<file path="src/logic/mem_pkg.sv">
package mem_pkg;

	localparam int mem_words      = 256; // 32-bit words in the sram
	localparam int mem_index_bits = $clog2(mem_words);
	localparam int mem_latency    = 2; // handshake to rvalid/bvalid
	localparam int lat_bits       = $clog2(mem_latency + 1);

	localparam logic [1:0] resp_okay = 2'b00;

	typedef logic [31:0] addr_t;
	typedef logic [31:0] data_t;
	typedef logic [3:0]  strb_t;

	// read address channel
	typedef struct packed {
		addr_t      addr;
		logic [2:0] size; // log2 of bytes
	} ar_chan_t;

	// write address channel
	typedef struct packed {
		addr_t      addr;
		logic [2:0] size;
	} aw_chan_t;

	typedef struct packed {
		data_t data;
		strb_t strb; // one bit per byte lane
	} w_chan_t;

	typedef struct packed {
		data_t      data;
		logic [1:0] resp;
	} r_chan_t;

endpackage

</file>
<file path="src/logic/lsu_pkg.sv">
package lsu_pkg;

	// load/store width, same encoding as funct3
	typedef enum logic [2:0] {
		width_b  = 3'b000,
		width_h  = 3'b001,
		width_w  = 3'b010,
		width_bu = 3'b100,
		width_hu = 3'b101
	} mem_width_t;

	// where a non-memory result comes from
	typedef enum logic [1:0] {
		src_exu  = 2'b00,
		src_snpc = 2'b01, // jumps write pc+4
		src_csr  = 2'b10
	} wb_src_t;

	typedef enum logic [1:0] {
		op_alu   = 2'b00,
		op_load  = 2'b01,
		op_store = 2'b10
	} lsu_op_t;

	typedef enum logic [1:0] {
		st_idle  = 2'b00,
		st_read  = 2'b01,
		st_write = 2'b10,
		st_done  = 2'b11
	} lsu_state_t;

	typedef struct packed {
		lsu_op_t       op;
		mem_width_t    width;
		wb_src_t       wb_src;
		mem_pkg::data_t exu_val; // alu result or memory address
		mem_pkg::data_t csr_val;
		mem_pkg::data_t store_data;
		mem_pkg::strb_t store_mask;
		logic [3:0]    rd;
		logic          reg_wen;
		mem_pkg::addr_t pc;
	} lsu_req_t;

	typedef struct packed {
		mem_pkg::data_t wb_val;
		logic [3:0]    rd;
		logic          reg_wen;
		mem_pkg::addr_t pc;
	} lsu_wb_t;

endpackage

</file>
<file path="src/logic/lsu_align.sv">
`timescale 1ns/1ps

module lsu_align (
	input  lsu_pkg::mem_width_t width,
	input  logic [1:0]          addr_low,
	input  mem_pkg::data_t      store_data,
	input  mem_pkg::strb_t      store_mask,
	input  mem_pkg::data_t      rdata,
	output mem_pkg::data_t      wdata,
	output mem_pkg::strb_t      wstrb,
	output mem_pkg::data_t      load_val
);

	logic [4:0]     bit_shift;
	mem_pkg::data_t rdata_shift;

	assign bit_shift = {addr_low, 3'b000}; // byte offset in bits

	// store side, move data and lanes up to the addressed byte
	assign wdata = store_data << bit_shift;
	assign wstrb = store_mask << addr_low;

	// load side, bring the addressed byte down to lane 0
	assign rdata_shift = rdata >> bit_shift;

	always_comb begin
		case (width)
			lsu_pkg::width_b: begin
				load_val = {{24{rdata_shift[7]}}, rdata_shift[7:0]};
			end
			lsu_pkg::width_h: begin
				load_val = {{16{rdata_shift[15]}}, rdata_shift[15:0]};
			end
			lsu_pkg::width_w: begin
				load_val = rdata_shift;
			end
			lsu_pkg::width_bu: begin
				load_val = {24'h0, rdata_shift[7:0]};
			end
			lsu_pkg::width_hu: begin
				load_val = {16'h0, rdata_shift[15:0]};
			end
			default: begin
				load_val = '0; // not a load encoding
			end
		endcase
	end

endmodule

</file>
<file path="config.mk">
export PLATFORM = sky130hd
export DESIGN_NAME = lsu_align
export DESIGN_NICKNAME = d
export VERILOG_FILES = /design/src/logic/mem_pkg.sv /design/src/logic/lsu_pkg.sv /design/src/logic/lsu_align.sv
export SDC_FILE = /design/constraint.sdc
export NUM_CORES = 1
export LEC_CHECK = 0
export ABC_AREA = 1
export BUFFER_PORTS_ARGS = -buffer_cell sky130_fd_sc_hd__buf_4
export CORE_MARGIN = 5
export CORE_UTILIZATION = 42
export DETAILED_ROUTE_END_ITERATION = 8
export GPL_ROUTABILITY_DRIVEN = 0
export PLACE_DENSITY = 0.9
export SYNTH_ARGS = -nofsm -noshare
export SYNTH_HDL_FRONTEND = slang
export SYNTH_SLANG_ARGS = --single-unit
</file>
<file path="constraint.sdc">
create_clock -name vclk -period 5.4
set_clock_uncertainty 0.1 [all_clocks]
set_input_delay 1.62 -clock vclk [all_inputs]
set_output_delay 1.62 -clock vclk [all_outputs]
set_load 0.005 [all_outputs]
</file>
# Word level (Yosys, flattened, before mapping)
# Index checks and enable logic that the tools add are counted.
# word_totals
register_bits	0
latch_bits	0
mem_bits_rw	0
romBits	0
inputBits	73
out_inout_bits	68
wordCells	9
n_memories	0
# classes
addsub	0
n_mul	0
div	0
order_cmp	0
eq_ne	4
shifts	3
n_mux	1
bitwise_logic	0
reduce_logical	1
# ops
op	count
32-bit case mux with 5 select lines	1
32-bit by 5-bit left shift with 32-bit output	1
32-bit by 5-bit right shift with 32-bit output	1
3-bit equality test (second input constant)	2
4-bit by 2-bit left shift with 4-bit output	1
3-bit by 1-bit equality test with 1-bit output (second input constant)	1
3-bit by 2-bit equality test with 1-bit output (second input constant)	1
3-bit zero test	1

# Longest topological paths before layout
# Gate-level depths: netlist of run 1.
# logic_depth
ltp_word	2
depth_mapped	8
mapped_depth_nobuf	5

# Least setup slack after synthesis of run 1
# Ideal clock, no wire load.
# synth_path
path_type	input to output
start	input addr_low[0]
end	output load_val[24]
t_arrival_ps	2382
t_required_ps	3680
setup_slack_ps	1298
path_stages	8
n_path_buf	3
cell_sequence	buf_6 -> inv_4 -> buf_6 -> nand2_2 -> nand2_2 -> nand3_4 -> buf_6 -> nand3_2
# synth_via
elab_chain_cells	2
# synth_lines
element	line	rtl
from (decl)	lsu_align.sv:5	input logic [1:0] addr_low,
32-bit by 5-bit right shift with 32-bit output	lsu_align.sv:24	assign rdata_shift = rdata >> bit_shift;
32-bit case mux with 5 select lines	lsu_align.sv:27	case (width)
to (decl)	lsu_align.sv:11	output mem_pkg::data_t load_val
# Every way passes these cells.

# Final worst setup path of run 1
# layout_path
start	input addr_low[1]
end	output load_val[13]
# The elaborated chain is that of the path after synthesis.

==> flow_metrics.py, run 1 <==
metrics = {
    "synthesis": {
        "syn-num-nets": 371,
        "syn_area_mm2": 0.001506,
        "synthXorXnorAreaFrac": 0,
        "synth_top_area_cell": "nand2_1",
        "synth_compound_gate_area_share": 0.1993,
        "ys_warn_count": 0,
        "synthCells": 298,
        "synth.top_cell.area_share": 0.2616,
        "yosysUniqueCellTypes": 21,
        "seq_area_frac_synth": 0,
        "synthAdderAreaFrac": 0,
        "synth_top_family_by_area": "simple AND/OR/NAND/NOR gates",
        "synth_area_leaders": "nand2_1 (26%), a21oi_1 (12%), nand3_1 (10%)",
        "synth-simple-area-share": 0.5930,
        "synthMuxAreaShare": 0.05316,
        "avgSynthCellArea_um2": 5.055,
    },
    "finish": {
        "nets": 491,
        "fin_util": 0.7220,
        "antennaDiodeCount": 0,
        "syn2layout_area_growth_pct": 63.70,
        "ff_latch_area_um2": 0,
        "layoutNonFillerInstCount": 462,
        "design.seq.count": 0,
        "layout-drive-gt1-share": 0.3990,
        "clock_buffers": 0,
    },
    "power": {
        "ir_worst_vdd_mv": 0.07039,
        "powerDensity_mw_per_mm2": 88.35,
        "leakage_nw": 1.467,
    },
    "job": {
        "max-cap-violations": 0,
    },
    "timing": {
        "period_minus_slack_ps": 4964,
        "tns_ps": 0,
        "maxSlewViolCount": 0,
        "setup_viol": 0,
        "slew_headroom": 0.6034,
        "max_slew.worst_pin.slew_ps": 592.8,
        "layout_setup_ws_ps": 435.7,
        "rsz0062_at_grt": "no",
        "finalHoldViolCount": 0,
        "max_freq_ghz": 0.2014,
        "min_period_over_period": 0.9193,
    },
    "global_routing": {
        "grt_antenna_before_repair": 0,
        "grt-ovfl-total": 0,
        "track_usage": 0.2425,
        "grt_max_degree": 44,
        "grt_pass1_wl_um": 10360,
        "grt_pass1_vias": 2232,
    },
    "die": {
        "rows": 21,
        "coreArea_mm2": 0.003416,
        "die_width_um": 69.89,
        "die_h_um": 69.89,
        "initial_utilization": 0.4410,
        "pin_count": 141,
        "dieArea_mm2": 0.004885,
    },
    "worst_setup_path": {
        "setup.worst_path.start_class": "primary input",
        "critPathMaxFanout": 32,
        "end_kind": "primary output",
        "path_class": "primary input to primary output",
        "startpoint": "addr_low[1]",
        "arrival_ps": 3240,
        "required_ps": 3680,
    },
    "route": {
        "wl_met1_um": 2503,
        "first_iter_violations": 188,
        "met3WireLength_um": 569,
        "remaining_drc_errors": 0,
        "drt_first_pass_iters": 5,
        "num_vias": 2438,
        "postRouteAntennaNets": 0,
        "wl_met2_um": 3128,
        "dr.max_layer_used": "met4",
        "routedWlPerCell_um": 13.74,
        "wl_um": 6347,
        "post_drt_via_cell_ratio": 5.277,
    },
    "hold_path": {
        "hold_path_class": "primary input to primary output",
        "hp-start": "store_data[15]",
    },
    "placed_design": {
        "io_buffers": 141,
        "place_ws_ps": 467.5,
        "dp_hpwl_um": 4911,
        "dpl.cell_count": 462,
    },
    "run_status": {
        "status": "completed",
    },
    "clock_tree": {
        "hold_buffers": 0,
        "cts_setup_buffers": 0,
        "cts.repair.resized": 0,
    },
}
==> area by class of cell <==
cell class	instances	area, um^2
timing repair buffer	145	1089
fill	331	949.7
multi-input combinational	260	1274
inverter	11	46.29
tap	46	57.56
==> cells in the final DEF (no fill, tap or decap) <==
cell type and count:
a22oi_1 6, nor2_4 1, o21ai_1 6, nand3_4 1, a21oi_1 36, o31ai_1 1, inv_1 9, or2_2 1
nor2_1 33, o211ai_1 1, inv_4 2, o21ai_0 6, nand2_1 105, buf_4 145, nand3_1 31, mux2i_1 8
nand2_2 4, nand3_2 12, nor3_1 8
==> cells in the mapped netlist <==
library cell	instances
nand2_1	105
a21oi_1	36
nor2_1	33
nand3_1	31
buf_2	17
nand3_2	12
inv_1	9
mux2i_1	8
nor3_1	8
buf_6	7
a22oi_1	6
o21ai_0	6
o21ai_1	6
nand2_2	4
buf_4	3
inv_4	2
nand3_4	1
nor2_4	1
o211ai_1	1
o31ai_1	1
or2_2	1
==> kinds of logic after synthesis <==
| family | after synthesis |
|---|---|
| AND/OR/NAND/NOR | 196 |
| AO/OA/AOI/OAI | 56 |
| buffers and inverters | 38 |
| multiplexers | 8 |
==> path summary, 6_finish.rpt <==
kind / endpoint / slack [ps] / cells after the start
worst max-delay path: load_val[13] / 440 / 6
worst min-delay path: wdata[23] / 3450 / 4
==> power breakdown <==
group | switching (mW) | internal, mW | total (mW)
logic | 0.104 | 0.114 | 0.218
clock network | 0 | 0 | 0
registers | 0 | 0 | 0
==> metrics by stage <==
step | power [mW] | area [um^2] | hold WS (ps)
4_1_cts | 0.2176 | 2466 | 3454
2_1_floorplan | 0.1047 | 1506 | 3238
3_5_place_dp | 0.2170 | 2466 | 3454
6_report | 0.2179 | 2466 | 3451
5_1_grt | 0.2412 | 2466 | 3484
3_3_place_gp | 0.2140 | 2466 | 3442
==> routing by layer <==
metal,up-vias,track usage
met2,111,0.4481
met5,-,0
met3,16,0.04448
met1,1083,0.2884
met4,0,0.05106
li1,1228,-
==> worst max-delay path, cell delays in order <==
cell and delay, ps:
buf_4 310, inv_4 190, nand3_1 170, nand3_2 470
a21oi_1 330, buf_4 140
No activity file was read; power rests on OpenSTA's default activity.
==> inputs of run 2 (changes only) <==
==> constraint.sdc (replaced) <==
create_clock -name vclk -period 5.4
set_clock_uncertainty 0.1 [all_clocks]
set_input_delay 0.27 -clock vclk [all_inputs]
set_output_delay 0.27 -clock vclk [all_outputs]
set_load 0.005 [all_outputs]
==> flow_metrics.py, run 2 (synthesized netlist as in run 1, its figures left out) <==
metrics = {
    "placed_design": {
        "placed_area_mm2": 0.002436,
        "dpl.cell_count": 458,
        "io_buffers": 141,
        "dp_hpwl_um": 4750,
    },
    "clock_tree": {
        "hold_buffers": 0,
        "cts_setup_buffers": 0,
        "cts.repair.resized": 0,
    },
    "global_routing": {
        "grt-ovfl-total": 0,
        "grt_max_degree": 76,
        "grt_antenna_before_repair": 0,
        "grt_pass1_vias": 2145,
        "grt_pass1_wl_um": 10090,
        "track_usage": 0.2349,
    },
    "worst_setup_path": {
        "startpoint": "addr_low[0]",
        "worstPathCellList": "buf_4, inv_4, nand2_1, nand3_1, nand3_2, a21oi_1, buf_4",
        "required_ps": 5030,
        "cpPeakStageDelay_ps": 540,
        "path_class": "primary input to primary output",
        "arrival_ps": 2390,
        "critPathMaxFanout": 75,
        "critPathMostFrequentCell": "buf_4",
        "cp_slowest_cell": "inv_4",
        "setup.worst_path.start_class": "primary input",
        "end_kind": "primary output",
    },
    "timing": {
        "rsz0062_at_grt": "no",
        "finalHoldViolCount": 0,
        "max_freq_ghz": 0.3624,
        "setup_viol": 0,
        "hold_slack_ps": 754.3,
        "slew_headroom": 0.2462,
        "maxSlewViolCount": 0,
        "max_slew.worst_pin.slew_ps": 1127,
        "min_period_over_period": 0.5110,
        "tns_ps": 0,
        "period_minus_slack_ps": 2759,
    },
    "finish": {
        "antennaDiodeCount": 0,
        "final_cell_mix": "buf_4 (141), nand2_1 (105), a21oi_1 (36)",
        "clock_buffers": 0,
        "design.seq.count": 0,
        "layoutNonFillerInstCount": 458,
        "syn2layout_area_growth_pct": 61.71,
        "nets": 487,
        "nFillCells": 345,
        "layout-drive-gt1-share": 0.3932,
        "mostFrequentLayoutCell": "buf_4",
        "ff_latch_area_um2": 0,
        "stdcell_area_mm2": 0.002436,
    },
    "route": {
        "dr.max_layer_used": "met4",
        "remaining_drc_errors": 0,
        "post_drt_via_cell_ratio": 5.279,
        "wl_met1_um": 2614,
        "wl_um": 6267,
        "first_iter_violations": 192,
        "postRouteAntennaNets": 0,
        "num_vias": 2418,
        "wl_met2_um": 3021,
        "routedWlPerCell_um": 13.68,
        "met3WireLength_um": 516,
        "drt_first_pass_iters": 5,
    },
    "hold_path": {
        "hold_path_end": "wdata[23]",
        "hold_path_class": "primary input to primary output",
        "hp-start": "store_data[15]",
        "hold_depth": 4,
    },
    "die": {
        "coreArea_mm2": 0.003416,
        "dieArea_mm2": 0.004885,
        "pin_count": 141,
        "die_width_um": 69.89,
        "initial_utilization": 0.4410,
        "rows": 21,
        "die_h_um": 69.89,
    },
    "power": {
        "ir_worst_vdd_mv": 0.05967,
        "powerDensity_mw_per_mm2": 88.19,
        "finalPower_uw": 214.8,
        "leakage_nw": 1.448,
    },
    "run_status": {
        "status": "completed",
    },
    "job": {
        "max-cap-violations": 0,
    },
}
## run 2: changes by cell type in the layout (fill, tap and decap cells not counted)
| cell | previous run | this run |
|---|---|---|
| buf_4 | 145 | 141 |
## run 2: through the flow
step	setup slack [ps]	utilization
after floorplan	3998	-
after global placement	2809	0.7132
after detailed placement	2720	0.7132
after CTS	2713	0.7132
after global routing	2501	0.7132
final	2641	0.7132
## run 2: worst max path at each step
stage | end | slack [ps]
after detailed placement | load_val[14] | 2720
final | load_val[14] | 2640
after floorplan | load_val[24] | 4000
after global placement | load_val[8] | 2810
after global routing | load_val[14] | 2500
after CTS | load_val[14] | 2710
## run 2: layout make-up
| type | count | area [um^2] | area share |
|---|---|---|---|
| multi-input combinational | 260 | 1274 | 0.5229 |
| timing repair buffer | 141 | 1059 | 0.4345 |
| tap | 46 | 57.56 | 0.02363 |
| inverter | 11 | 46.29 | 0.01900 |
## run 2: critical path, delay by kind of cell
kind / cells / cell delay [ps]
AO/OA/AOI/OAI: 1 / 340
buffers and inverters: 3 / 950
AND/OR/NAND/NOR: 3 / 760
## run 2: per-layer routing
metal	GRT usage	up-vias
met5	0	-
met4	0.03617	0
met3	0.02726	12
met2	0.4229	113
met1	0.3028	1074
li1	-	1219
## run 2: power breakdown
group | total, mW | internal, mW | switching [mW]
sequential | 0 | 0 | 0
combinational | 0.215 | 0.112 | 0.103
clock | 0 | 0 | 0
total | 0.215 | 0.112 | 0.103
