File: src/logic/mem_pkg.sv
package mem_pkg;

	localparam int mem_words      = 256; // 32-bit words in the sram
	localparam int mem_index_bits = $clog2(mem_words);
	localparam int mem_latency    = 2; // handshake to rvalid/bvalid
	localparam int lat_bits       = $clog2(mem_latency + 1);

	localparam logic [1:0] resp_okay = 2'b00;

	typedef logic [31:0] addr_t;
	typedef logic [31:0] data_t;
	typedef logic [3:0]  strb_t;

	// read address channel
	typedef struct packed {
		addr_t      addr;
		logic [2:0] size; // log2 of bytes
	} ar_chan_t;

	// write address channel
	typedef struct packed {
		addr_t      addr;
		logic [2:0] size;
	} aw_chan_t;

	typedef struct packed {
		data_t data;
		strb_t strb; // one bit per byte lane
	} w_chan_t;

	typedef struct packed {
		data_t      data;
		logic [1:0] resp;
	} r_chan_t;

endpackage

File: src/logic/lsu_pkg.sv
package lsu_pkg;

	// load/store width, same encoding as funct3
	typedef enum logic [2:0] {
		width_b  = 3'b000,
		width_h  = 3'b001,
		width_w  = 3'b010,
		width_bu = 3'b100,
		width_hu = 3'b101
	} mem_width_t;

	// where a non-memory result comes from
	typedef enum logic [1:0] {
		src_exu  = 2'b00,
		src_snpc = 2'b01, // jumps write pc+4
		src_csr  = 2'b10
	} wb_src_t;

	typedef enum logic [1:0] {
		op_alu   = 2'b00,
		op_load  = 2'b01,
		op_store = 2'b10
	} lsu_op_t;

	typedef enum logic [1:0] {
		st_idle  = 2'b00,
		st_read  = 2'b01,
		st_write = 2'b10,
		st_done  = 2'b11
	} lsu_state_t;

	typedef struct packed {
		lsu_op_t       op;
		mem_width_t    width;
		wb_src_t       wb_src;
		mem_pkg::data_t exu_val; // alu result or memory address
		mem_pkg::data_t csr_val;
		mem_pkg::data_t store_data;
		mem_pkg::strb_t store_mask;
		logic [3:0]    rd;
		logic          reg_wen;
		mem_pkg::addr_t pc;
	} lsu_req_t;

	typedef struct packed {
		mem_pkg::data_t wb_val;
		logic [3:0]    rd;
		logic          reg_wen;
		mem_pkg::addr_t pc;
	} lsu_wb_t;

endpackage

File: src/logic/lsu.sv
`timescale 1ns/1ps

module lsu (
	input  logic               clock,
	input  logic               reset,

	input  lsu_pkg::lsu_req_t  req,
	input  logic               req_valid,
	output logic               req_ready,
	output lsu_pkg::lsu_req_t  req_q, // held request, feeds the aligner

	output mem_pkg::ar_chan_t  ar,
	output logic               ar_valid,
	input  logic               ar_ready,
	input  mem_pkg::r_chan_t   r,
	input  logic               r_valid,
	output logic               r_ready,

	output mem_pkg::aw_chan_t  aw,
	output logic               aw_valid,
	input  logic               aw_ready,
	output logic               w_valid,
	input  logic               w_ready,
	input  logic               b_valid,
	output logic               b_ready,

	input  mem_pkg::data_t     load_val,

	output lsu_pkg::lsu_wb_t   wb,
	output logic               wb_valid
);

	lsu_pkg::lsu_state_t state;
	logic                accept;
	mem_pkg::data_t      snpc;
	mem_pkg::data_t      alu_val;

	assign req_ready = (state == lsu_pkg::st_idle);
	assign accept    = req_valid & req_ready;
	assign wb_valid  = (state == lsu_pkg::st_done); // one cycle, then idle

	assign r_ready = 1'b1;
	assign b_ready = 1'b1;

	// bus address and size come from the held request
	assign ar = '{addr: req_q.exu_val, size: {1'b0, req_q.width[1:0]}};
	assign aw = '{addr: req_q.exu_val, size: {1'b0, req_q.width[1:0]}};

	assign snpc = req.pc + 32'd4;

	always_comb begin
		case (req.wb_src)
			lsu_pkg::src_snpc: alu_val = snpc;
			lsu_pkg::src_csr:  alu_val = req.csr_val;
			default:           alu_val = req.exu_val;
		endcase
	end

	always_ff @(posedge clock) begin
		if (reset) begin
			state    <= lsu_pkg::st_idle;
			ar_valid <= 1'b0;
			aw_valid <= 1'b0;
			w_valid  <= 1'b0;
		end else begin
			case (state)
				lsu_pkg::st_idle: begin
					if (accept) begin
						case (req.op)
							lsu_pkg::op_load: begin
								state    <= lsu_pkg::st_read;
								ar_valid <= 1'b1;
							end
							lsu_pkg::op_store: begin
								state    <= lsu_pkg::st_write;
								aw_valid <= 1'b1;
								w_valid  <= 1'b1;
							end
							default: state <= lsu_pkg::st_done;
						endcase
					end
				end
				lsu_pkg::st_read: begin
					if (ar_valid && ar_ready)
						ar_valid <= 1'b0;
					if (r_valid && r_ready)
						state <= lsu_pkg::st_done;
				end
				lsu_pkg::st_write: begin
					// aw and w may finish on different edges
					if (aw_valid && aw_ready)
						aw_valid <= 1'b0;
					if (w_valid && w_ready)
						w_valid <= 1'b0;
					if (b_valid && b_ready)
						state <= lsu_pkg::st_done;
				end
				default: begin
					state <= lsu_pkg::st_idle;
				end
			endcase
		end
	end

	always_ff @(posedge clock) begin
		if (accept) begin
			req_q      <= req;
			wb.wb_val  <= alu_val;
			wb.rd      <= req.rd;
			wb.reg_wen <= req.reg_wen;
			wb.pc      <= req.pc;
		end else if (state == lsu_pkg::st_read && r_valid && r_ready) begin
			wb.wb_val <= load_val; // aligned and extended read data
		end
	end

endmodule

File: config.mk
export PLATFORM = sky130hd
export DESIGN_NAME = lsu
export DESIGN_NICKNAME = d
export VERILOG_FILES = /design/src/logic/mem_pkg.sv /design/src/logic/lsu_pkg.sv /design/src/logic/lsu.sv
export SDC_FILE = /design/constraint.sdc
export NUM_CORES = 1
export LEC_CHECK = 0
export ABC_CLOCK_PERIOD_IN_PS = 9600
export BUFFER_PORTS_ARGS = -buffer_cell sky130_fd_sc_hd__buf_4
export CORE_AREA = 3 3 195 197
export CTS_BUF_LIST = sky130_fd_sc_hd__clkbuf_2 sky130_fd_sc_hd__clkbuf_4 sky130_fd_sc_hd__clkbuf_8
export DETAILED_ROUTE_END_ITERATION = 8
export DIE_AREA = 0 0 198 200
export PLACE_DENSITY_LB_ADDON = 0.08
export SYNTH_ARGS = -nofsm -noshare
export SYNTH_HDL_FRONTEND = slang
export SYNTH_SLANG_ARGS = --single-unit
File: constraint.sdc
create_clock -name clock -period 9.6 [get_ports clock]
set_input_delay 0 -clock clock [delete_from_list [all_inputs] [get_ports clock]]
set_output_delay 0 -clock clock [all_outputs]
set_load 0.1 [all_outputs]
### Word-level counts from Yosys, hierarchy flattened

Index checks and enable logic that the tools add are counted.

| storage, ports and cells | value |
|---|---|
| register bits after elaboration | 181 |
| word-level logic and storage cells | 62 |
| input bits | 218 |
| output and inout bits | 290 |

| operators by class | value |
|---|---|
| bitwise logic cells | 1 |
| multiplexer cells | 18 |
| eq/ne operators | 15 |
| add/subtract/negate cells | 1 |
| reductions and logical operators | 12 |

Operators by type and width:

| operator | count |
|---|---|
| 32-bit two-way mux | 2 |
| 32-bit case mux with 2 select lines | 1 |
| 32-bit by 3-bit adder with 32-bit output (second input constant) | 1 |
| 4-bit AND reduction | 3 |
| 2-bit != test (second input constant) | 5 |
| 2-bit equality test (second input constant) | 4 |
| 1-bit two-way mux | 7 |
| 2-bit by 1-bit equality test with 1-bit output (second input constant) | 3 |
| 2-bit two-way mux | 3 |
| 2-bit by 1-bit != test with 1-bit output (second input constant) | 3 |
| 1-bit case mux with 2 select lines | 3 |
| 2-bit case mux with 3 select lines | 1 |
| 2-bit nonzero test | 3 |
| 1-bit logical AND | 4 |
| 2-bit case mux with 2 select lines | 1 |
| 3-bit AND reduction | 1 |
| 2-bit logical NOT | 1 |
| 1-bit AND | 1 |

### Depth between registers and ports, before layout

Gate-level depths: netlist of the first run.

| depth | value |
|---|---|
| depth after elaboration | 4 |
| gate-level depth with buffers | 8 |

### Worst setup path before layout of the first run

Ideal clock, no wire load.

| timing path | value |
|---|---|
| path kind | flip-flop to flip-flop |
| start point | register state[0] |
| end point | register wb[49] in the netlist's numbering (data pin) |
| period minus slack after synthesis | 6974 ps |
| cell stages (with the launch flop) | 9 |
| setup slack | 2626 ps |
| arrival | 6809 ps |
| data required time | 9436 ps |
| setup time | 164 ps |
| cells stage by stage | dfxtp_1 inv_1 ha_1 nand2_1 inv_1 clkbuf_1 clkbuf_1 o21ai_0 a21oi_1 |

| on the way | value |
|---|---|
| cells in the longest elaborated chain, start to end | 3 |

RTL lines:

| item | line | source |
|---|---|---|
| from (decl) | lsu.sv:33 | `lsu_pkg::lsu_state_t state;` |
| from (signal assigned) | lsu.sv:61 | `state <= lsu_pkg::st_idle;` |
| from (signal assigned) | lsu.sv:71 | `state <= lsu_pkg::st_read;` |
| from (signal assigned) | lsu.sv:75 | `state <= lsu_pkg::st_write;` |
| 2-bit logical NOT | lsu.sv:38 | `assign req_ready = (state == lsu_pkg::st_idle);` |
| net req_ready | lsu.sv:9 | `output logic req_ready,` |
| 1-bit AND | lsu.sv:39 | `assign accept = req_valid & req_ready;` |
| net accept | lsu.sv:34 | `logic accept;` |
| 32-bit two-way mux | lsu.sv:106 | `if (accept) begin` |
| to (decl) | lsu.sv:29 | `output lsu_pkg::lsu_wb_t wb,` |

The timed path passes the listed nets, and every way through them passes these cells.
A chain may end at the register's enable or synchronous reset.

### Worst setup path in the final report of the first run

| timing path | value |
|---|---|
| start point | register state[1] |
| end point | register wb[49] in the netlist's numbering (data pin) |

| on the way | value |
|---|---|
| cells in the longest elaborated chain, start to end | 3 |

RTL lines:

| item | line |
|---|---|
| 2-bit logical NOT | lsu.sv:38 |
| 1-bit AND | lsu.sv:39 |
| 32-bit two-way mux | lsu.sv:106 |

Every way passes these cells.

==> impl_metrics.json, run 1 <==
{
  "synth_fa_ha_area_share_pct": 1.09,
  "fmax_ghz": 0.301,
  "start_kind": "flop",
  "dp_cells": 1410,
  "die_w_um": 198,
  "track_usage_pct": 15.5,
  "overflow": 0,
  "cap_violations": 0,
  "drc": 0,
  "critPathKind": "reg -> reg",
  "io_pins": 508,
  "place_ws_ns": 6.17,
  "clk_pin_slew_ns": 0.12,
  "cp_max_fo": 95,
  "crit_path_end_kind": "flop",
  "p_sw_mw": 2.50,
  "synth_edf_count": 176,
  "coreArea_sq_mm": 0.0364,
  "fin_crit_ns": 3.32,
  "hpwl_um": 22900,
  "synth_top_family_by_area": "buffers and inverters",
  "clock_path_buffers": 2,
  "r2r_cells": 8,
  "worstPathRequired_ns": 9.95,
  "power_frac_clock_pct": 14.2,
  "n_antenna_cell": 0,
  "worstMarginPinSlew_ns": 0.989,
  "yosys.area_share.simple_pct": 7.96,
  "combPwrFrac_pct": 58.7,
  "leakage_nw": 5.60,
  "synth_compound_area_share_pct": 9.17,
  "fillers": 3615,
  "dieArea_sq_mm": 0.0396,
  "synthMuxAreaShare_pct": 0.248,
  "clock_skew_ns": 0.0221,
  "slew_headroom_pct": 33.8,
  "final_common_cell": "buf_4",
  "synth_top_area_cell": "edfxtp_1",
  "die_h_um": 200,
  "clock_latency_ns": 0.51,
  "tns_ns": 0,
  "layout-drive-gt1-share_pct": 44.7,
  "synth_xor_area_share_pct": 2.61,
  "cts_setup_buffers": 0,
  "powerDensity_mw_per_mm2": 323,
  "p_int_mw": 1.89,
  "drt_iter0_drc": 200,
  "ys_seq_elements": 181,
  "final_cell_mix": "buf_4, dlygate4sd3_1, edfxtp_1",
  "cts_tree": "built",
  "gp_congestion": 0.739,
  "min_to": "req_q[94]$_DFFE_PP_",
  "finalHoldViolations": 0,
  "synth.area.top_cells": "edfxtp_1, buf_4, o21ai_0",
  "area_delta_synth_final_pct": 68.7,
  "antenna_found_initial": 0,
  "fin_nets": 1370,
  "r2r_slack_ns": 6.28,
  "peakVddDrop_mv": 0.170,
  "syn_inst": 598,
  "ant_nets": 0,
  "cts.htree.levels": 4,
  "slew_violations": 0,
  "cts_root_buffer": "clkbuf_8",
  "grt_pass1_vias": 7024,
  "yosys_warnings": 0,
  "fin_ws_ns": 6.28,
  "std_cell_rows": 70,
  "min_period_over_period_pct": 34.6,
  "cts.sinks": 181,
  "grt_start_max_net_pins": 96,
  "initial_core_util_pct": 22.1,
  "outcome": "completed",
  "synth_cell_types": 43,
  "timing.rr.start": "state[1]$_SDFFE_PP0P_",
  "synth_flop_cell": "edfxtp_1",
  "viasPerCell": 4.20,
  "wl_um": 31900,
  "hp-start": "req[94]",
  "hold_class": "in -> reg",
  "portBuffers": 469,
  "fin_area_sq_mm": 0.0136,
  "drtPass1Iterations": 4,
  "crit_arrival_ns": 3.67,
  "ys_seq_area_share_pct": 66.8,
  "worstReg2RegEnd": "wb[49]$_DFFE_PP_",
  "whs_path_depth": 2,
  "finalSetupViolCount": 0,
  "num_vias": 6823,
  "cts_buffers": 17,
  "dpl_cell_area_sq_mm": 0.0113,
  "wl_per_cell_um": 19.6,
  "syn_area_sq_mm": 0.00806,
  "synth-async-reset-ratio_pct": 0,
  "fin_hold_ws_ns": 0.209,
  "switching_share_pct": 57.0,
  "grt_pass1_wl_um": 45300,
  "rsz0062_at_grt": "no",
  "avgSynthCellArea_sq_um": 13.5,
  "final_cells": 1626,
  "yosysTopAreaCellShare_pct": 65.6,
  "p_seq_share_pct": 27.2
}
## power groups by stage
stage                     combinational [mW]  sequential (mW)  clock (mW)
after floorplan                        0.950             2.35           0
after global placement                  2.54             1.21           0
after detailed placement                2.53             1.21           0
after CTS                               2.61             1.20       0.645
after global routing                    2.66             1.21       0.674
final                                   2.58             1.19       0.623
## cell usage after synthesis (3+ instances only)
| cell type | instances |
|---|---|
| a21oi_1 | 29 |
| a221o_1 | 5 |
| a221oi_1 | 8 |
| and3_1 | 12 |
| and4_1 | 4 |
| buf_4 | 109 |
| clkbuf_1 | 20 |
| dfxtp_1 | 5 |
| edfxtp_1 | 176 |
| ha_1 | 7 |
| inv_1 | 14 |
| nand2_1 | 45 |
| nand3_1 | 8 |
| nand4_1 | 6 |
| nor2_1 | 17 |
| nor3_1 | 11 |
| o21ai_0 | 42 |
| o21ai_1 | 6 |
| o221ai_1 | 13 |
| o22ai_1 | 4 |
| or3_1 | 3 |
| xnor2_1 | 16 |
| xor2_1 | 8 |
## cell families after synthesis
group	Yosys count
buf+inv	145
simple gates	120
fa+ha+maj	7
xor+xnor	24
other cells	2
compound gates	117
mux	2
flops	181
## metrics by stage
step | total power [mW] | util [%]
floorplan | 3.30 | -
global placement | 3.75 | 31.0
detailed placement | 3.75 | 31.0
CTS | 4.45 | 37.3
global route | 4.55 | 37.3
finish | 4.40 | 37.3
## worst max-delay path, cell delays in order, from the launching register on
cell and delay [ns]:
dfxtp_1 0.35, inv_1 0.09, ha_1 0.31, nand2_2 0.07, buf_4 0.32, inv_6 0.65
buf_4 0.79, o21ai_0 0.20, a21oi_1 0.18
## timing repair
item,in CTS,in global routing
hold endpoints to repair,181,0
gates resized for setup,0,0
hold buffers,184,0
## how the worst max path moves through the flow
stage | startpoint | endpoint
after floorplan | state[0]$_SDFFE_PP0P_ | wb[49]$_DFFE_PP_
after global placement | state[0]$_SDFFE_PP0P_ | wb[49]$_DFFE_PP_
after detailed placement | state[0]$_SDFFE_PP0P_ | wb[49]$_DFFE_PP_
after CTS | state[0]$_SDFFE_PP0P_ | wb[49]$_DFFE_PP_
after global routing | state[1]$_SDFFE_PP0P_ | wb[49]$_DFFE_PP_
final | state[1]$_SDFFE_PP0P_ | wb[49]$_DFFE_PP_
## state kept, by name, indices dropped and copies added (netlist names)
name	flops
state	2
aw_valid	1
w_valid	1
ar_valid	1
ar	34
req_q	73
wb	69
## routing by layer
| layer | track usage [%] | share of wire (%) |
|---|---|---|
| met5 | 0 | 0 |
| met4 | 4.59 | 1.4 |
| met3 | 4.97 | 7.5 |
| met2 | 26.7 | 49 |
| met1 | 18.8 | 42 |
## layout make-up
type,instances,area [sq um],share of cell area (%)
Clock buffer,19,249,1.83
Inverter,14,57.6,0.423
Sequential cell,181,5390,39.6
Timing Repair Buffer,657,5390,39.7
Multi-Input combinational cell,274,1720,12.7
Clock inverter,13,205,1.51
Tap cell,468,586,4.31
Note: power is estimated with default switching activity, not from simulation.
==> inputs of run 2 (changes only) <==
--- a/config.mk
+++ b/config.mk
@@ -5,7 +5,7 @@
 export SDC_FILE = /design/constraint.sdc
 export NUM_CORES = 1
 export LEC_CHECK = 0
-export ABC_CLOCK_PERIOD_IN_PS = 9600
+export ABC_CLOCK_PERIOD_IN_PS = 2800
 export BUFFER_PORTS_ARGS = -buffer_cell sky130_fd_sc_hd__buf_4
 export CORE_AREA = 3 3 195 197
 export CTS_BUF_LIST = sky130_fd_sc_hd__clkbuf_2 sky130_fd_sc_hd__clkbuf_4 sky130_fd_sc_hd__clkbuf_8
==> constraint.sdc (replaced) <==
create_clock -name clock -period 2.8 [get_ports clock]
set_input_delay 0 -clock clock [delete_from_list [all_inputs] [get_ports clock]]
set_output_delay 0 -clock clock [all_outputs]
set_load 0.1 [all_outputs]
==> run 2 against run 1 <==
Against the previous run:
- clock power increased to 2.8 times the previous value
- die area unchanged
- register-to-register slack got worse by 5.7 ns
- final cell count increased by 0.43%
- largest cell class unchanged
- highest routed layer unchanged
- critical path depth increased by 1
- via count decreased by 1.2%
- critical path type unchanged
==> impl_metrics.json, run 2 (same netlist as run 1, synthesis figures left out) <==
{
  "r2r_slack_ns": 0.54,
  "ant_nets": 0,
  "fmax_ghz": 0.443,
  "finalSetupViolCount": 0,
  "viasPerCell": 4.13,
  "cp_num_buf_inv": 3,
  "largest_reg_flops": 73,
  "timing.rr.start": "state[0]$_SDFFE_PP0P_",
  "start_kind": "flop",
  "grt_pass1_vias": 6963,
  "n_antenna_cell": 0,
  "wl_per_cell_um": 19.1,
  "fin_area_sq_mm": 0.0136,
  "fin_nets": 1377,
  "wl_met3_um": 2290,
  "whs_path_depth": 2,
  "io_pins": 508,
  "highest_layer": "met4",
  "grt_pass1_wl_um": 44100,
  "std_cell_rows": 70,
  "power_mw": 14.7,
  "crit_arrival_ns": 2.64,
  "slowest_delay_ns": 0.54,
  "clock_latency_ns": 0.48,
  "cp_slowest_cell": "dlygate4sd3_1",
  "peakVddDrop_mv": 0.570,
  "clock_path_buffers": 2,
  "drt-met1-wl_um": 12900,
  "worstPathRequired_ns": 3.18,
  "initial_core_util_pct": 22.1,
  "min_to": "req_q[143]$_DFFE_PP_",
  "multi_input_area_sq_mm": 0.00172,
  "hpwl_um": 23000,
  "layout-drive-gt1-share_pct": 45.0,
  "drt_iter0_drc": 212,
  "crit_path_end_kind": "flop",
  "area_delta_synth_final_pct": 68.4,
  "leakage_nw": 5.60,
  "die_w_um": 198,
  "cts.sinks": 181,
  "cts_root_buffer": "clkbuf_8",
  "final-seq-area_sq_mm": 0.00539,
  "rsz0062_at_grt": "no",
  "worstMarginPinSlew_ns": 0.806,
  "dp_cells": 1417,
  "r2r_cells": 9,
  "coreArea_sq_mm": 0.0364,
  "antenna_found_initial": 0,
  "final_cells": 1633,
  "cts_tree": "built",
  "cts_setup_buffers": 0,
  "drtPass1Iterations": 4,
  "fin_crit_ns": 2.26,
  "powerDensity_mw_per_mm2": 1080,
  "track_usage_pct": 15.1,
  "worstReg2RegEnd": "aw_valid$_SDFFE_PP0P_",
  "crit_family": "buffers and inverters",
  "portBuffers": 469,
  "hold_class": "in -> reg",
  "crit_chain": "inv_1 -> ha_2 -> nand2_2 -> buf_4 -> o22ai_1 -> nand2_1 -> a21oi_1 -> nor2_1 -> dlygate4sd3_1",
  "startpoint": "state[0]$_SDFFE_PP0P_",
  "overflow": 0,
  "met2_wirelength_um": 15700,
  "die_h_um": 200,
  "slew_headroom_pct": 46.3,
  "final_common_cell": "buf_4",
  "dieArea_sq_mm": 0.0396,
  "clock_skew_ns": 0.0153,
  "grt_start_max_net_pins": 90,
  "clk_pin_slew_ns": 0.11,
  "cap_violations": 0,
  "critPathKind": "reg -> reg",
  "fillers": 3562,
  "fin_hold_ws_ns": 0.240,
  "final_cell_mix": "buf_4, dlygate4sd3_1, edfxtp_1",
  "largest-register": "req_q",
  "finalHoldViolations": 0,
  "outcome": "completed",
  "cts_buffers": 17,
  "drc": 0,
  "tns_ns": 0,
  "dpl_cell_area_sq_mm": 0.0114,
  "slew_violations": 0,
  "wl_um": 31300,
  "gp_congestion": 0.747,
  "cts.htree.levels": 4,
  "min_period_over_period_pct": 80.6,
  "hp-start": "req[143]",
  "cp_max_fo": 32,
  "num_vias": 6741
}
[run 2: cell types whose count changed in the layout (fill, tap and decap cells not counted)]
cell       change
clkinv_2       +2
inv_6          +1
bufinv_16      -4
buf_12         +2
ha_1           -1
buf_4          +5
ha_2           +1
clkinv_1       +2
clkbuf_4       -1
[run 2: where the power goes]
group	leakage, nW	switching [mW]	internal [mW]
Combinational	3.71	7.27	1.63
Clock	0.179	1.03	0.705
Sequential	1.71	0.259	3.82
[run 2: through the flow]
| step | util (%) | worst slack (ns) |
|---|---|---|
| final | 37.3 | 0.544 |
| after detailed placement | 31.2 | 0.707 |
| after global routing | 37.3 | 0.297 |
| after CTS | 37.3 | 0.518 |
| after floorplan | - | 0.0293 |
| after global placement | 31.2 | 0.722 |
[run 2: layer usage]
layer	vias to the layer above	track usage (%)
met5	-	0
met4	0	4.06
met3	17	4.41
met2	308	26.4
met1	3202	18.4
li1	3214	-
[run 2: timing repair]
| item | in CTS | in global routing |
|---|---|---|
| endpoints found under the hold margin | 194 | 0 |
| gates resized for setup | 0 | 0 |
| hold buffers | 184 | 0 |
[run 2: worst max-delay path by stage]
stage                       endpoint  cells past startpoint
6_report       aw_valid$_SDFFE_PP0P_                      9
5_1_grt        aw_valid$_SDFFE_PP0P_                      9
4_1_cts        aw_valid$_SDFFE_PP0P_                      9
3_5_place_dp        wb[49]$_DFFE_PP_                      7
3_3_place_gp        wb[49]$_DFFE_PP_                      7
2_1_floorplan       wb[37]$_DFFE_PP_                      6
[run 2: area by class of cell]
| type | count | share of cell area [%] |
|---|---|---|
| clock buffers | 18 | 1.78 |
| clock inverters | 14 | 0.820 |
| inverters | 14 | 0.424 |
| multi-input cells | 274 | 12.7 |
| flip-flops and latches | 181 | 39.7 |
| well taps | 468 | 4.31 |
| repair buffers | 664 | 40.3 |
==> inputs of run 3 (changes only) <==
--- a/config.mk
+++ b/config.mk
@@ -5,12 +5,12 @@
 export SDC_FILE = /design/constraint.sdc
 export NUM_CORES = 1
 export LEC_CHECK = 0
-export ABC_CLOCK_PERIOD_IN_PS = 2800
+export ABC_CLOCK_PERIOD_IN_PS = 2100
 export BUFFER_PORTS_ARGS = -buffer_cell sky130_fd_sc_hd__buf_4
-export CORE_AREA = 3 3 195 197
+export CORE_AREA = 3 3 197 199
 export CTS_BUF_LIST = sky130_fd_sc_hd__clkbuf_2 sky130_fd_sc_hd__clkbuf_4 sky130_fd_sc_hd__clkbuf_8
 export DETAILED_ROUTE_END_ITERATION = 8
-export DIE_AREA = 0 0 198 200
+export DIE_AREA = 0 0 200 202
 export PLACE_DENSITY_LB_ADDON = 0.08
 export SYNTH_ARGS = -nofsm -noshare
 export SYNTH_HDL_FRONTEND = slang
==> constraint.sdc (replaced) <==
create_clock -name clock -period 2.1 [get_ports clock]
set_input_delay 0 -clock clock [delete_from_list [all_inputs] [get_ports clock]]
set_output_delay 0 -clock clock [all_outputs]
set_load 0.1 [all_outputs]
==> run 3 against run 2 <==
Against the previous run:
- clock power rose by 49%
- power rose by 36%
- via count rose by 2.4%
- design area rose by 1.4%
- sequential power rose by 33%
- hold slack got worse by 0.17 ns
- routed wire length rose by 3.2%
- critical endpoint is now wb[65]$_DFFE_PP_
- largest power group unchanged
==> impl_metrics.json, run 3 (same netlist as run 1, synthesis figures left out) <==
{
  "gp_congestion": 0.753,
  "drtPass1Iterations": 5,
  "leakage_nw": 5.65,
  "dieArea_sq_mm": 0.0404,
  "clock_path_buffers": 2,
  "dp_cells": 1466,
  "powerDensity_mw_per_mm2": 1450,
  "die_w_um": 200,
  "fin_nets": 1381,
  "std_cell_rows": 71,
  "largest-register": "req_q",
  "viasPerCell": 4.11,
  "crit_path_end_kind": "flop",
  "grt_start_max_net_pins": 71,
  "die_h_um": 202,
  "final_common_cell": "buf_4",
  "overflow": 0,
  "track_usage_pct": 15.5,
  "peakVddDrop_mv": 0.818,
  "fmax_ghz": 0.508,
  "final_cells": 1680,
  "layout-drive-gt1-share_pct": 45.5,
  "min_period_over_period_pct": 93.8,
  "portBuffers": 469,
  "finalSetupViolCount": 0,
  "cts_root_buffer": "clkbuf_8",
  "crit_arrival_ns": 2.34,
  "slew_headroom_pct": 57.6,
  "fin_crit_ns": 1.97,
  "io_pins": 508,
  "final_cell_mix": "buf_4, dlygate4sd3_1, edfxtp_1",
  "start_kind": "primary input",
  "coreArea_sq_mm": 0.0374,
  "area_delta_synth_final_pct": 70.7,
  "drc": 0,
  "worstPathRequired_ns": 2.47,
  "outcome": "completed",
  "antenna_found_initial": 0,
  "wl_per_cell_um": 19.2,
  "wl_um": 32300,
  "r2r_slack_ns": 0.22,
  "slew_violations": 0,
  "clock_skew_ns": 0.0197,
  "num_vias": 6904,
  "cts_buffers": 17,
  "grt_pass1_wl_um": 45900,
  "largest_reg_flops": 73,
  "critPathKind": "in -> reg",
  "clk_pin_slew_ns": 0.11,
  "cts.htree.levels": 4,
  "hold_class": "in -> reg",
  "clock_latency_ns": 0.49,
  "rsz0062_at_grt": "no",
  "cp_max_fo": 13,
  "hpwl_um": 24400,
  "cts_tree": "built",
  "cts.sinks": 181,
  "drt_iter0_drc": 311,
  "fillers": 3696,
  "initial_core_util_pct": 21.6,
  "n_antenna_cell": 0,
  "ant_nets": 0,
  "finalHoldViolations": 0,
  "grt_pass1_vias": 7002,
  "cap_violations": 0,
  "worstMarginPinSlew_ns": 0.636,
  "tns_ns": 0
}
-- run 3: final timing paths --
check	cells after the start	start	to
setup / recovery	8	req[2]	wb[65]$_DFFE_PP_
hold / removal	5	b_valid	state[1]$_SDFFE_PP0P_
setup reg to reg	5	state[1]$_SDFFE_PP0P_	wb[60]$_DFFE_PP_
hold reg to reg	2	ar_valid$_SDFFE_PP0P_	ar_valid$_SDFFE_PP0P_
-- run 3: power by group --
part	leakage [nW]	internal (mW)	switching, mW
clock	0.198	1.20	1.37
sequential	1.71	5.09	0.349
combinational	3.74	2.24	9.76
total	5.65	8.53	11.5
-- run 3: repair_timing --
action                                  in CTS  in global routing
gates resized for setup                      0                  1
endpoints found under the setup margin       0                  1
hold endpoints to repair                   188                  0
buffers inserted                             0                  0
hold buffers                               182                  0
-- run 3: per-layer routing --
metal  track usage, %  share of wire, %  wire length (um)
met4             4.04               1.3               415
met1             19.4                42             13400
met5                0                 0                 0
met2             26.5                49             15900
met3             4.20               7.8              2520
-- run 3: area by class of cell --
class / instances / area (sq um) / area share, %
Timing Repair Buffer: 668 / 5520 / 40.1
Sequential cell: 181 / 5390 / 39.1
Multi-Input combinational cell: 274 / 1750 / 12.7
Tap cell: 511 / 639 / 4.65
Clock buffer: 19 / 249 / 1.81
Clock inverter: 13 / 156 / 1.14
Inverter: 14 / 57.6 / 0.418
-- run 3: critical path, stage by stage --
cell           delay (ns)
dlygate4sd3_1        0.53
buf_4                0.13
ha_1                 0.23
nand3_1              0.16
or3_4                0.46
or4b_1               0.52
a21oi_1              0.16
o22a_1               0.13
-- run 3: metrics by stage --
stage	utilization (%)	power [mW]	hold WS [ns]	worst slack [ns]	area, sq um
5_1_grt	36.8	20.8	0.0479	0.0210	13800
2_1_floorplan	-	15.0	0.0721	0.0249	8120
6_report	36.8	20.0	0.0730	0.130	13800
3_5_place_dp	30.8	17.3	0.180	0.160	11500
4_1_cts	36.8	20.3	0.00341	0.150	13800
3_3_place_gp	30.8	17.4	0.178	0.190	11500
